--- config.mk ---
export PLATFORM = sky130hd
export DESIGN_NAME = link_test_top
export DESIGN_NICKNAME = d
export VERILOG_FILES = /design/src/verilog/link_pkg.sv /design/src/verilog/lane_if.sv /design/src/verilog/lane_channel.sv /design/src/verilog/lane_decoder.sv /design/src/verilog/lane_encoder.sv /design/src/verilog/link_test_top.sv /design/src/verilog/pattern_gen.sv /design/src/verilog/traffic_checker.sv
export SDC_FILE = /design/constraint.sdc
export NUM_CORES = 1
export LEC_CHECK = 0
export BUFFER_PORTS_ARGS = -buffer_cell sky130_fd_sc_hd__clkbuf_2
export CORE_UTILIZATION = 50
export CTS_CLUSTER_SIZE = 12
export DETAILED_ROUTE_END_ITERATION = 6
export GPL_TIMING_DRIVEN = 0
export PLACE_DENSITY = 0.65
export SETUP_SLACK_MARGIN = 0.2
export SLEW_MARGIN = 20
export SYNTH_ARGS = -nofsm -noshare
export SYNTH_HDL_FRONTEND = slang
export SYNTH_SLANG_ARGS = --single-unit
--- constraint.sdc ---
create_clock -name FCLK -period 4.12 [get_ports FCLK]
set_clock_uncertainty 0.05 [all_clocks]
set_input_delay 0.412 -clock FCLK [delete_from_list [all_inputs] [get_ports FCLK]]
set_output_delay 0.412 -clock FCLK [all_outputs]
set_load 0.005 [all_outputs]
--- src/verilog/link_pkg.sv ---
/*
 * Link self-test shared definitions
 * Word and checksum types, link states, error codes and the checksum rule
 */
package link_pkg;

   typedef logic [63:0] word_t;
   typedef logic [7:0]  check_t;
   typedef logic [3:0]  ecode_t;

   typedef enum logic [1:0] {
      LINK_DOWN     = 2'd0,
      LINK_TRAINING = 2'd1,
      LINK_UP       = 2'd2
   } link_state_t;

   localparam ecode_t ECODE_NONE     = 4'h0;
   localparam ecode_t ECODE_CHECKSUM = 4'h1;

   // Status LEDs on the board
   localparam int LED_W = 3;

   // XOR of the eight bytes of a word
   function automatic check_t calc_check(input word_t w);
      check_t c;
      c = '0;
      for (int i = 0; i < 8; i++) begin
         c = c ^ w[i*8 +: 8];
      end
      return c;
   endfunction

endpackage

--- src/verilog/lane_if.sv ---
/*
 * Lane word interface
 * One payload word with its checksum and a valid/ready handshake
 */
`timescale 1ns/1ps

interface lane_if;
   import link_pkg::*;

   word_t  data;
   check_t check;
   logic   valid;
   logic   ready;

   modport sender (
      output data,
      output check,
      output valid,
      input  ready
   );

   modport receiver (
      input  data,
      input  check,
      input  valid,
      output ready
   );

endinterface

--- src/verilog/lane_channel.sv ---
/*
 * Lane channel model
 * Gated fixed-delay shift pipeline with link enable and bit error injection
 */
`timescale 1ns/1ps

module lane_channel #(
   parameter int LANE_DELAY = 4
) (
   input  logic      FCLK,
   input  logic      ARSTn,
   input  logic      link_enable,
   input  logic      inject_error,
   lane_if.receiver  rx,
   lane_if.sender    tx
);
   import link_pkg::*;

   word_t                 data_q [LANE_DELAY];
   check_t                check_q[LANE_DELAY];
   logic [LANE_DELAY-1:0] valid_q;
   logic                  advance;
   word_t                 entry_data;

   // Whole pipeline moves as one, or not at all
   assign advance  = link_enable & tx.ready;
   assign rx.ready = advance;

   // Flip bit 0 of the entering word, checksum left as sent
   assign entry_data = rx.data ^ word_t'(inject_error);

   always_ff @(posedge FCLK or negedge ARSTn) begin
      if (!ARSTn) begin
         valid_q <= '0;
      end else if (advance) begin
         valid_q[0] <= rx.valid;
         for (int i = 1; i < LANE_DELAY; i++) begin
            valid_q[i] <= valid_q[i-1];
         end
      end
   end

   always_ff @(posedge FCLK) begin
      if (advance) begin
         data_q[0]  <= entry_data;
         check_q[0] <= rx.check;
         for (int i = 1; i < LANE_DELAY; i++) begin
            data_q[i]  <= data_q[i-1];
            check_q[i] <= check_q[i-1];
         end
      end
   end

   assign tx.data  = data_q[LANE_DELAY-1];
   assign tx.check = check_q[LANE_DELAY-1];

   // Nothing comes out of a disabled link
   assign tx.valid = valid_q[LANE_DELAY-1] & link_enable;

   a_no_valid_when_down: assert property (
      @(posedge FCLK) disable iff (!ARSTn)
      !link_enable |-> !tx.valid
   ) else $error("lane_channel: output valid while link disabled");

endmodule

--- src/verilog/lane_decoder.sv ---
/*
 * Lane decoder
 * Checksum verification, link training FSM and sticky error code
 */
`timescale 1ns/1ps

module lane_decoder #(
   parameter int ALIGN_WORDS = 8
) (
   input  logic                  FCLK,
   input  logic                  ARSTn,
   lane_if.receiver              rx,
   output link_pkg::word_t       rx_word,
   output logic                  rx_valid,
   output link_pkg::link_state_t link_state,
   output link_pkg::ecode_t      ecode
);
   import link_pkg::*;

   localparam int CNT_W = $clog2(ALIGN_WORDS + 1);

   typedef logic [CNT_W-1:0] cnt_t;

   cnt_t good_cnt;
   logic good;
   logic bad_word;

   // Receive side never stalls
   assign rx.ready = 1'b1;

   assign good     = (rx.check == calc_check(rx.data));
   assign bad_word = rx.valid & ~good;

   // Every word goes on, corrupt or not
   always_ff @(posedge FCLK or negedge ARSTn) begin
      if (!ARSTn) begin
         rx_valid <= 1'b0;
      end else begin
         rx_valid <= rx.valid;
      end
   end

   always_ff @(posedge FCLK) begin
      if (rx.valid) begin
         rx_word <= rx.data;
      end
   end

   // Training FSM, first word counts toward alignment
   always_ff @(posedge FCLK or negedge ARSTn) begin
      if (!ARSTn) begin
         link_state <= LINK_DOWN;
         good_cnt   <= '0;
      end else if (rx.valid) begin
         case (link_state)
            LINK_DOWN, LINK_TRAINING: begin
               if (!good) begin
                  link_state <= LINK_TRAINING;
                  good_cnt   <= '0;
               end else if (good_cnt == cnt_t'(ALIGN_WORDS - 1)) begin
                  link_state <= LINK_UP;
                  good_cnt   <= '0;
               end else begin
                  link_state <= LINK_TRAINING;
                  good_cnt   <= good_cnt + cnt_t'(1);
               end
            end
            LINK_UP: begin
               if (!good) begin
                  link_state <= LINK_TRAINING;
                  good_cnt   <= '0;
               end
            end
            default: begin
               link_state <= LINK_DOWN;
               good_cnt   <= '0;
            end
         endcase
      end
   end

   // Sticky until reset
   always_ff @(posedge FCLK or negedge ARSTn) begin
      if (!ARSTn) begin
         ecode <= ECODE_NONE;
      end else if (bad_word) begin
         ecode <= ECODE_CHECKSUM;
      end
   end

   a_down_after_bad: assert property (
      @(posedge FCLK) disable iff (!ARSTn)
      bad_word |=> link_state != LINK_UP
   ) else $error("lane_decoder: link up right after a bad word");

endmodule

--- src/verilog/lane_encoder.sv ---
/*
 * Lane encoder
 * One-deep register stage that attaches the checksum byte to each word
 */
`timescale 1ns/1ps

module lane_encoder (
   input  logic            FCLK,
   input  logic            ARSTn,
   input  link_pkg::word_t word,
   input  logic            word_valid,
   output logic            word_ready,
   lane_if.sender          tx
);
   import link_pkg::*;

   logic load;

   // Take a new word when empty or when the current one leaves this cycle
   assign word_ready = ~tx.valid | tx.ready;
   assign load       = word_valid & word_ready;

   always_ff @(posedge FCLK or negedge ARSTn) begin
      if (!ARSTn) begin
         tx.valid <= 1'b0;
      end else if (load) begin
         tx.valid <= 1'b1;
      end else if (tx.ready) begin
         tx.valid <= 1'b0;
      end
   end

   // Payload and checksum
   always_ff @(posedge FCLK) begin
      if (load) begin
         tx.data  <= word;
         tx.check <= calc_check(word);
      end
   end

   // Stalled word must not change until it is taken
   a_stall_stable: assert property (
      @(posedge FCLK) disable iff (!ARSTn)
      tx.valid && !tx.ready |=> tx.valid && $stable(tx.data) && $stable(tx.check)
   ) else $error("lane_encoder: word changed while stalled");

endmodule

--- src/verilog/link_test_top.sv ---
/*
 * Link self-test top level
 * Generator, encoder, channel, decoder and checker with status LEDs
 */
`timescale 1ns/1ps

module link_test_top #(
   parameter int LANE_DELAY  = 4,
   parameter int ALIGN_WORDS = 8
) (
   input  logic                       FCLK,
   input  logic                       ARSTn,
   input  logic                       link_enable,
   input  logic                       inject_error,
   output link_pkg::link_state_t      link_state,
   output link_pkg::ecode_t           ecode,
   output logic [link_pkg::LED_W-1:0] led
);
   import link_pkg::*;

   word_t word;
   logic  word_valid;
   logic  word_ready;
   word_t rx_word;
   logic  rx_valid;
   logic  data_error;

   lane_if enc_to_ch ();
   lane_if ch_to_dec ();

   pattern_gen i_gen (
      .FCLK      (FCLK),
      .ARSTn     (ARSTn),
      .word      (word),
      .word_valid(word_valid),
      .word_ready(word_ready)
   );

   lane_encoder i_enc (
      .FCLK      (FCLK),
      .ARSTn     (ARSTn),
      .word      (word),
      .word_valid(word_valid),
      .word_ready(word_ready),
      .tx        (enc_to_ch.sender)
   );

   lane_channel #(
      .LANE_DELAY(LANE_DELAY)
   ) i_channel (
      .FCLK        (FCLK),
      .ARSTn       (ARSTn),
      .link_enable (link_enable),
      .inject_error(inject_error),
      .rx          (enc_to_ch.receiver),
      .tx          (ch_to_dec.sender)
   );

   lane_decoder #(
      .ALIGN_WORDS(ALIGN_WORDS)
   ) i_dec (
      .FCLK      (FCLK),
      .ARSTn     (ARSTn),
      .rx        (ch_to_dec.receiver),
      .rx_word   (rx_word),
      .rx_valid  (rx_valid),
      .link_state(link_state),
      .ecode     (ecode)
   );

   traffic_checker i_chk (
      .FCLK      (FCLK),
      .ARSTn     (ARSTn),
      .rx_word   (rx_word),
      .rx_valid  (rx_valid),
      .data_error(data_error)
   );

   // Link up, no checksum error, data intact
   assign led[0] = (link_state == LINK_UP);
   assign led[1] = (ecode == ECODE_NONE);
   assign led[2] = ~data_error;

endmodule

--- src/verilog/pattern_gen.sv ---
/*
 * Pattern generator
 * Incrementing 64-bit count, advanced on every accepted transfer
 */
`timescale 1ns/1ps

module pattern_gen (
   input  logic            FCLK,
   input  logic            ARSTn,
   output link_pkg::word_t word,
   output logic            word_valid,
   input  logic            word_ready
);

   logic accept;

   assign accept = word_valid & word_ready;

   // Source is always willing once out of reset
   always_ff @(posedge FCLK or negedge ARSTn) begin
      if (!ARSTn) begin
         word_valid <= 1'b0;
      end else begin
         word_valid <= 1'b1;
      end
   end

   // Count only moves when the word is taken
   always_ff @(posedge FCLK or negedge ARSTn) begin
      if (!ARSTn) begin
         word <= '0;
      end else if (accept) begin
         word <= word + 64'h1;
      end
   end

endmodule

--- src/verilog/traffic_checker.sv ---
/*
 * Traffic checker
 * Compares received words with a local count, sticky mismatch flag
 */
`timescale 1ns/1ps

module traffic_checker (
   input  logic            FCLK,
   input  logic            ARSTn,
   input  link_pkg::word_t rx_word,
   input  logic            rx_valid,
   output logic            data_error
);
   import link_pkg::*;

   word_t ref_word;
   logic  mismatch;

   assign mismatch = rx_valid & (rx_word != ref_word);

   // Expected value of the next received word
   always_ff @(posedge FCLK or negedge ARSTn) begin
      if (!ARSTn) begin
         ref_word <= '0;
      end else if (rx_valid) begin
         ref_word <= ref_word + 64'h1;
      end
   end

   // Stays set once any word is wrong
   always_ff @(posedge FCLK or negedge ARSTn) begin
      if (!ARSTn) begin
         data_error <= 1'b0;
      end else if (mismatch) begin
         data_error <= 1'b1;
      end
   end

endmodule
==> run metrics, run 1 <==
Compound-Gate Fraction of Synth Area=0.268%; top cells by area, synth=edfxtp_1, dfrtp_1, xnor2_1, xor2_1, nand4_1; Setup Buffers After CTS=0; Reg-to-Reg Start=i_channel.data_q[3][27]; fin. max-slew vios=0; io pins=13; Unique masters post-synth=49; most frequent CP cell=buf_16; met1 Usage GRT=21.6%; mux contribution to synthesized area=0.465%; Worst Setup SP=link_enable; mean post-synth cell area=17.5 sq um; hold path cells=2; post-synthesis sequential area ratio=77.8%; Clk Latency, worst-skew pair=0.59 ns; Critical Path Max Stage Delay=0.54 ns; predominant post-synthesis flop cell=edfxtp_1; cell taking the most area after synthesis=edfxtp_1; ys async rst share=25.2%; CTS tree=yes; GR Util All Layers=16.7%; fin crit period=2.73 ns; final period utilization=66.3%; Syn. warnings=0; GR peak layer=met2; final instance area=23,600 sq um; synth-to-layout area growth=12.7%; nets@finish=1,283; crit start category=input port; final setup TNS=0 ns; Setup crit end kind=flop; final setup margin=1.39 ns; core area=41,100 sq um; Post-Synth Simple-Gate Area=7.44%; commonest cells after routing, fill and taps aside=edfxtp_1, xnor2_1, dfrtp_1, nand2_1; Die Y=207 microns; Residual DRC=0; antenna violations before repair=0; crit path kind=input port to flop; reg2reg setup slack=1.41 ns; initial core utilization=51.0%; Die W=207 microns; Hold-fix buffers, CTS=1; run status=completed; Synth Instances=1,200; adder-cell share of the synthesized area=0.179%; post-synth top area share=60.7%; Fillers=3,136; Resized cells post-CTS=0; combinational family with the most area after synthesis=XOR/XNOR gates; setup violators final=0; die area=42,800 sq um; clock tree buffer depth=3; setup slack at placement=0.873 ns; leak pwr=8.56 nW; Clock Sink Count=567; Max Freq=366 MHz; critical-path cell list=clkbuf_8, buf_16, buf_16, nand2_1, nor4_1, nand4_1, o211ai_1; worst-path maximum fanout=105; RePlAce Congestion=0.864; CP bufs+invs=3; min-delay src=inject_error; Overflow after GRT=0; Post-synth EDFFs=424; global-route wire length before repair=52,700 microns; RSZ-0062 raised after global routing=false; Root Buffer=clkbuf_16; Peak VDD IR=0.314 mV; via count=9,212; slew at the pin closest to its max-slew limit=0.768 ns; global routing met3 resource utilization=2.89%; Total Wirelength=33,900 microns; Critical Path AT=3.17 ns; # rows=74; Hold Crit Class=input port to flop; CP delay by family, top=buffers and inverters; Detailed Place HPWL=23,200 microns; WP depth=7; vias per std cell=4.96; drt first pass iters=5; clk slew on worst S/H paths=0.06 ns; PwrDens=525 nW/um^2; cell area after synthesis=21,000 sq um; I/O Buffers=9; initial DRC count=646; synthesis-stage register bit count=567; commonest non-fill, non-tap cell in the layout=edfxtp_1; placed inst area=21,900 sq um; grt met2 use=28.0%; largest net degree at the start of global routing=106; Req. time, crit path=4.56 ns; slowest CP cell=nor4_1; cell depth of the worst flop-to-flop path=6; vias in the first global route=9,182; Antenna Nets Post-Route=0; Max H-tree Level=2; Ant. Diodes=0; CTS Buf Count=57; Hold Fails Final Rpt=0; max cap viols=0; Post-Synth XOR/XNOR Area=13.2%; layout cells sized above 1=9.06%; Max-slew headroom=48.8%; Avg WL per Cell=18.3 microns
==> final timing paths <==
path / endpoint
worst max-delay path: i_dec.good_cnt[3]
worst min-delay path: i_channel.data_q[0][0]
worst max register to register: i_dec.good_cnt[3]
worst min register to register: i_channel.data_q[3][42]
max in group asynchronous: i_channel.valid_q[3]
min in group asynchronous: i_gen.word[1]
==> report_power, final <==
group	internal, W	total (W)	switching (W)
sequential	0.00661	0.00682	0.000210
combinational	0.000309	0.000730	0.000421
clock	0.00286	0.00486	0.00201
total	0.00977	0.0124	0.00264
==> through the flow <==
step / std cells / utilization (%) / hold slack, ns / power [W]
after global placement: 1743 / 52.8 / 0.352 / 0.00768
after CTS: 1857 / 57.5 / 0.0565 / 0.0126
after global routing: 1857 / 57.5 / 0.0660 / 0.0129
final: 1857 / 57.5 / 0.0973 / 0.0124
after floorplan: 1202 / - / 0.0664 / 0.00734
after detailed placement: 1748 / 53.2 / 0.355 / 0.00769
==> cell families (layout without fill, tap and decap cells) <==
logic type	after synthesis	count (layout)
AND/OR/NAND/NOR	278	278
multiplexers	9	9
other	2	4
XOR/XNOR	303	303
adder cells (fa/ha/maj)	3	3
flip-flops	567	567
AO/OA/AOI/OAI	8	8
buffers and inverters	30	153
==> area by class of cell <==
cell class | instances | area (sq um) | area share (%)
inverter | 17 | 66.3 | 0.280
buffer | 13 | 80.1 | 0.339
sequential | 567 | 16300 | 69.0
clock inverter | 13 | 116 | 0.492
multi-input combinational | 605 | 4530 | 19.2
tap | 532 | 666 | 2.82
timing repair buffer | 15 | 210 | 0.889
clock buffer | 95 | 1660 | 7.03
==> per-layer routing <==
metal	vias to the layer above	wire, microns
met5	-	0
met4	0	1200
met2	137	16800
li1	4520	-
met1	4491	14700
met3	64	1210
==> registers in the layout (all words and copies together) (netlist names) <==
register / count
i_channel.data_q: 256
i_chk.ref_word: 64
i_dec.rx_word: 64
i_enc.tx.data: 64
i_gen.word: 64
i_channel.check_q: 32
i_enc.tx.check: 8
i_channel.valid_q: 4
i_dec.good_cnt: 4
i_dec.link_state: 2
i_chk.data_error: 1
i_dec.ecode: 1
i_dec.rx_valid: 1
i_enc.tx.valid: 1
i_gen.word_valid: 1
==> cells in the mapped netlist (2+ instances only) <==
cell type  number
edfxtp_1      424
xnor2_1       236
dfrtp_1       143
nand2_1        60
xor2_1         59
nand3_1        49
nand4_1        45
nor2_1         37
and3_1         18
inv_1          17
and4_1         12
nor3_1         10
nor4_1         10
and2_1          8
xnor3_1         8
clkbuf_1        6
mux2_2          6
buf_4           5
nand2b_1        4
ha_1            3
mux2i_1         3
or2_2           3
a31oi_1         2
and3_2          2
conb_1          2
nor3_2          2
nor3b_1         2
nor4_2          2
or4_4           2
No activity file was read; power rests on OpenSTA's default activity.
==> run 2: changes to the inputs <==
ABC_AREA = 1   (was unset)
PLACE_DENSITY = 0.68   (was 0.65)
clock period = 2.2 ns   (was 4.12 ns; I/O delays follow)
==> run 2 against run 1 <==
Net effect: via count increased by 40%; sequential power up 86%; cell area rose by 18%; critical path type is now flop to flop; sequential share of layout area fell by 10 points; synthesized cell count rose by 44%; the run now ends with negative setup slack left; sequential cell count unchanged; combinational power up 110%; critical endpoint is now i_gen.word[61]; core utilization grew 5.0 points.
==> run metrics, run 2 <==
slew at the pin closest to its max-slew limit=0.619 ns; global-route wire length before repair=70,300 microns; final instance area=27,800 sq um; via count=12,900; Overflow after GRT=0; PwrDens=842 nW/um^2; hold path cells=1; register with the most flip-flops=i_channel.data_q; Worst Setup SP=i_enc.tx.valid; CTS tree=yes; final setup margin=-0.235 ns; core area=44,500 sq um; mean post-synth cell area=13.2 sq um; cell taking the most area after synthesis=edfxtp_1; cell depth of the worst flop-to-flop path=13; Detailed Place HPWL=29,300 microns; worst-path maximum fanout=3; max FFs per register=256; Die W=215 microns; initial DRC count=794; Reg-to-Reg Start=i_enc.tx.valid; Die Y=215 microns; commonest cells after routing, fill and taps aside=edfxtp_1, nand2_1, inv_1, xor2_1, dfrtp_1; synthesis-stage register bit count=567; initial core utilization=51.0%; post-synthesis sequential area ratio=71.9%; CTS Buf Count=58; crit path kind=flop to flop; leak pwr=11.4 nW; Unique masters post-synth=41; io pins=13; Total Wirelength=45,400 microns; run status=finished, violations left; Critical Path AT=2.88 ns; nets@finish=1,949; Avg WL per Cell=17.6 microns; Residual DRC=0; Hold Crit Class=input port to flop; Max H-tree Level=2; die area=46,200 sq um; post-synth top area share=56.1%; largest net degree at the start of global routing=102; RSZ-0062 raised after global routing=true; crit start category=flop; Req. time, crit path=2.65 ns; final hold slack=0.0493 ns; antenna violations before repair=0; max cap viols=0; commonest non-fill, non-tap cell in the layout=edfxtp_1; Clock Sink Count=567; final period utilization=111%; Max-slew headroom=58.6%; GR Util All Layers=19.9%; most frequent cell after synthesis=edfxtp_1; fin. max-slew vios=0; clock tree buffer depth=3; grt met2 use=35.3%; min-delay src=link_enable; I/O Buffers=9; placed inst area=23,800 sq um; Max Freq=411 MHz; Post-synth EDFFs=424; synth-to-layout area growth=22.6%; Root Buffer=clkbuf_16; top cells by area, synth=edfxtp_1, dfrtp_1, xor2_1, nand2_1, xnor2_1; fin util=62.5%; setup slack at placement=-1.81 ns; predominant post-synthesis flop cell=edfxtp_1; fin crit period=2.44 ns; drt first pass iters=4; global routing met3 resource utilization=2.94%; Synth Instances=1,725; failing checks=negative setup slack; Setup crit end kind=flop; Syn. warnings=0; Peak VDD IR=0.557 mV; Clk Latency, worst-skew pair=0.62 ns; GR peak layer=met2; ys async rst share=25.2%; met1 Usage GRT=22.9%; setup violators final=39; vias per std cell=5.02; cell area after synthesis=22,700 sq um; Hold Fails Final Rpt=0; clk slew on worst S/H paths=0.06 ns; Post-synth top cells=edfxtp_1, nand2_1, inv_1; vias in the first global route=13,100; # rows=77; Antenna Nets Post-Route=0; Ant. Diodes=0; layout cells sized above 1=22.2%; RePlAce Congestion=0.912
## run 2: logic make-up (layout without fill, tap and decap cells)
family                   after synthesis  in the layout  share of synthesized area, %
AO/OA/AOI/OAI                         16             16                         0.447
other                                  2              4                        0.0331
AND/OR/NAND/NOR                      665            665                          13.7
adder cells (fa/ha/maj)                3              3                         0.165
flip-flops                           567            567                          71.9
buffers and inverters                204            459                          3.45
XOR/XNOR                             268            268                          10.3
## run 2: area by class of cell
| type | count | area, sq um |
|---|---|---|
| plain buffers | 9 | 53.8 |
| clock buffers | 79 | 1530 |
| clock inverters | 21 | 223 |
| fillers | 3271 | 16700 |
| inverters | 195 | 747 |
| multi-input cells | 956 | 6520 |
| flip-flops and latches | 567 | 16300 |
| well taps | 592 | 741 |
| repair buffers | 155 | 1680 |
## run 2: stage by stage
step | std cells | TNS [ns] | power, W
4_1_cts | 2519 | -5.34 | 0.0235
6_report | 2574 | -5.20 | 0.0234
5_1_grt | 2574 | -9.59 | 0.0242
2_1_floorplan | 1727 | -44.02 | 0.0134
3_3_place_gp | 2328 | -2533.45 | 0.0140
3_5_place_dp | 2336 | -139.56 | 0.0140
## run 2: timing repair
action                                  CTS  global route
resized for setup                       141           120
endpoints found under the setup margin  141            94
hold endpoints to repair                117             0
pin swaps                                55            71
gates cloned                              6             0
hold buffers                              3             0
buffers inserted                         74            55
## run 2: path summary, 6_finish.rpt
kind | slack (ns) | to
worst max-delay path | -0.24 | i_gen.word[61]
worst min-delay path | 0.05 | i_channel.check_q[1][4]
worst max register to register | -0.24 | i_gen.word[61]
worst min register to register | 0.35 | i_channel.data_q[2][14]
max in group asynchronous | 1.13 | i_gen.word[1]
min in group asynchronous | 0.09 | i_chk.ref_word[59]
## run 2: worst max-delay path: stages (launching register included)
cell,delay (ns)
dfrtp_1,0.41
a21oi_4,0.18
clkbuf_16,0.17
buf_16,0.11
buf_16,0.10
buf_16,0.11
nand2_8,0.06
nor3_4,0.14
nand4_1,0.26
nor2_4,0.23
nand2_4,0.09
nor2_4,0.14
nand3_2,0.10
xnor2_1,0.14
## run 2: report_power, final
part,total (W),internal [W],switching (W)
logic,0.00155,0.000677,0.000869
registers,0.0127,0.0122,0.000442
clock network,0.00920,0.00530,0.00390
total,0.0234,0.0182,0.00521
## run 2: layer usage
layer | share of wire (%) | routed length, microns
met1 | 39 | 17700
met2 | 52 | 23700
met3 | 3.8 | 1720
met4 | 5.2 | 2380
met5 | 0 | 0
==> run 3: changes to the inputs <==
ABC_AREA = unset   (was 1)
==> run 3 against run 2 <==
Net effect: the run still ends with negative setup slack left; sequential power barely moved; critical path depth decreased by 6; via count shrank 25%; worst hold slack got worse by 0.030 ns; worst setup slack better by 0.12 ns; fmax up 5.4%; combinational power grew 19%; first-iteration DRC count is 35% lower; cell area decreased by 8.4%; die area decreased by 7.5%; total power grew 0.95%; critical endpoint is now i_dec.good_cnt[1]; largest cell class unchanged; largest power group unchanged.
==> run metrics, run 3 (synthesized netlist as in run 1, its figures left out) <==
run status=finished, violations left; failing checks=negative setup slack; Reg-to-Reg Start=i_channel.data_q[3][25]; clk slew on worst S/H paths=0.06 ns; area of the multi-input gates=5470 sq um; Total Wirelength=36,600 microns; antenna violations before repair=0; final setup margin=-0.111 ns; GR Util All Layers=17.7%; initial DRC count=520; crit start category=flop; vias in the first global route=9,805; total chip power=0.0236 W; CTS Buf Count=57; Setup crit end kind=flop; I/O Buffers=9; commonest non-fill, non-tap cell in the layout=edfxtp_1; fin. max-slew vios=0; RSZ-0062 raised after global routing=true; slowest CP cell=xnor3_2; Clk Latency, worst-skew pair=0.60 ns; Peak VDD IR=0.567 mV; PwrDens=927 nW/um^2; drt first pass iters=4; setup slack at placement=-1.05 ns; Detailed Place HPWL=23,400 microns; final period utilization=105%; slew at the pin closest to its max-slew limit=0.666 ns; global-route wire length before repair=56,000 microns; CTS tree=yes; core area=41,100 sq um; synth-to-layout area growth=21.6%; Sequential Area=16,400 sq um; final instance area=25,500 sq um; Antenna Nets Post-Route=0; fin crit period=2.31 ns; Req. time, crit path=2.62 ns; Avg WL per Cell=18.8 microns; reg2reg setup slack=-0.11 ns; nets@finish=1,381; layout cells sized above 1=27.0%; RePlAce Congestion=0.899; crit path kind=flop to flop; Clock Sink Count=567; Max-slew headroom=55.6%; final setup TNS=-0.673 ns; initial core utilization=51.0%; Residual DRC=0; critical-path cell list=xnor2_2, xnor3_2, xnor2_4, nor4_4, buf_4, a31oi_4, mux2i_1; max FFs per register=256; hold path cells=1; Root Buffer=clkbuf_16; Overflow after GRT=0; io pins=13; clock tree buffer depth=3; register with the most flip-flops=i_channel.data_q; leak pwr=9.58 nW; Critical Path AT=2.73 ns; placed inst area=21,900 sq um; Die W=207 microns; largest net degree at the start of global routing=99; die area=42,800 sq um; setup violators final=7; Die Y=207 microns; WHS Endpoint=i_channel.data_q[1][5]; vias per std cell=4.98; Max H-tree Level=2; max cap viols=0; cell depth of the worst flop-to-flop path=7; Max Freq=433 MHz; Fillers=2,929; worst-path maximum fanout=5; # rows=74; via count=9,725; commonest cells after routing, fill and taps aside=edfxtp_1, xnor2_1, dfrtp_1, buf_4; Ant. Diodes=0; Crit Reg-Reg Endpoint=i_dec.good_cnt[1]; min-delay src=link_enable; Hold Crit Class=input port to flop; Hold Fails Final Rpt=0; Critical Path Max Stage Delay=0.49 ns
==> run 3: worst max-delay path by stage <==
| stage | cells after the start | from | to | slack (ns) |
|---|---|---|---|---|
| floorplan | 6 | i_channel.data_q[3][31] | i_dec.ecode[0] | 0.08 |
| global placement | 3 | link_enable | i_dec.rx_word[0] | -6.17 |
| CTS | 7 | i_channel.data_q[3][54] | i_dec.good_cnt[1] | -0.05 |
| global route | 7 | i_channel.data_q[3][25] | i_dec.good_cnt[0] | -0.19 |
| finish | 7 | i_channel.data_q[3][25] | i_dec.good_cnt[1] | -0.11 |
| detailed placement | 9 | link_enable | i_gen.word[46] | -1.05 |
==> run 3: cell type report <==
cell class | count | share of cell area, %
repair buffers | 112 | 4.09
repair inverters | 1 | 0.0294
multi-input cells | 605 | 21.5
clock inverters | 17 | 0.702
inverters | 17 | 0.265
clock buffers | 88 | 6.21
plain buffers | 13 | 0.471
well taps | 532 | 2.61
flip-flops and latches | 567 | 64.2
==> run 3: per-stage QoR <==
stage / cells / utilization [%] / hold slack [ns]
final: 1952 / 62.0 / 0.0193
after global routing: 1952 / 62.0 / 0.00395
after CTS: 1927 / 60.3 / -0.0124
after detailed placement: 1748 / 53.3 / 0.228
after global placement: 1743 / 53.0 / 0.353
after floorplan: 1202 / - / -0.126
==> run 3: repair_timing <==
item / in CTS / in global routing
hold endpoints to repair: 78 / 0
gates resized for setup: 124 / 125
setup buffers: 70 / 25
endpoints found under the setup margin: 233 / 141
hold buffers: 3 / 0
pin swaps: 56 / 60
gates cloned: 1 / 0
==> run 3: critical path: cells and delay by family, from the launching register on <==
family / cells / cell delay [ns]
buffers and inverters: 1 / 0.20
XOR/XNOR: 3 / 0.85
flip-flops: 1 / 0.45
AO/OA/AOI/OAI: 1 / 0.12
multiplexers: 1 / 0.15
AND/OR/NAND/NOR: 1 / 0.37
==> run 3: power breakdown <==
group,switching [W],internal [W]
Clock,0.00380,0.00528
Combinational,0.00100,0.000853
Sequential,0.000331,0.0124
==> run 3: routing by layer <==
layer  up-vias  GRT usage (%)  part of all wire (%)
li1       4721              -                     -
met1      4768           22.4                    42
met2       159           30.1                    51
met3        77           2.65                   3.1
met4         0           8.58                   4.2
met5         -              0                     0
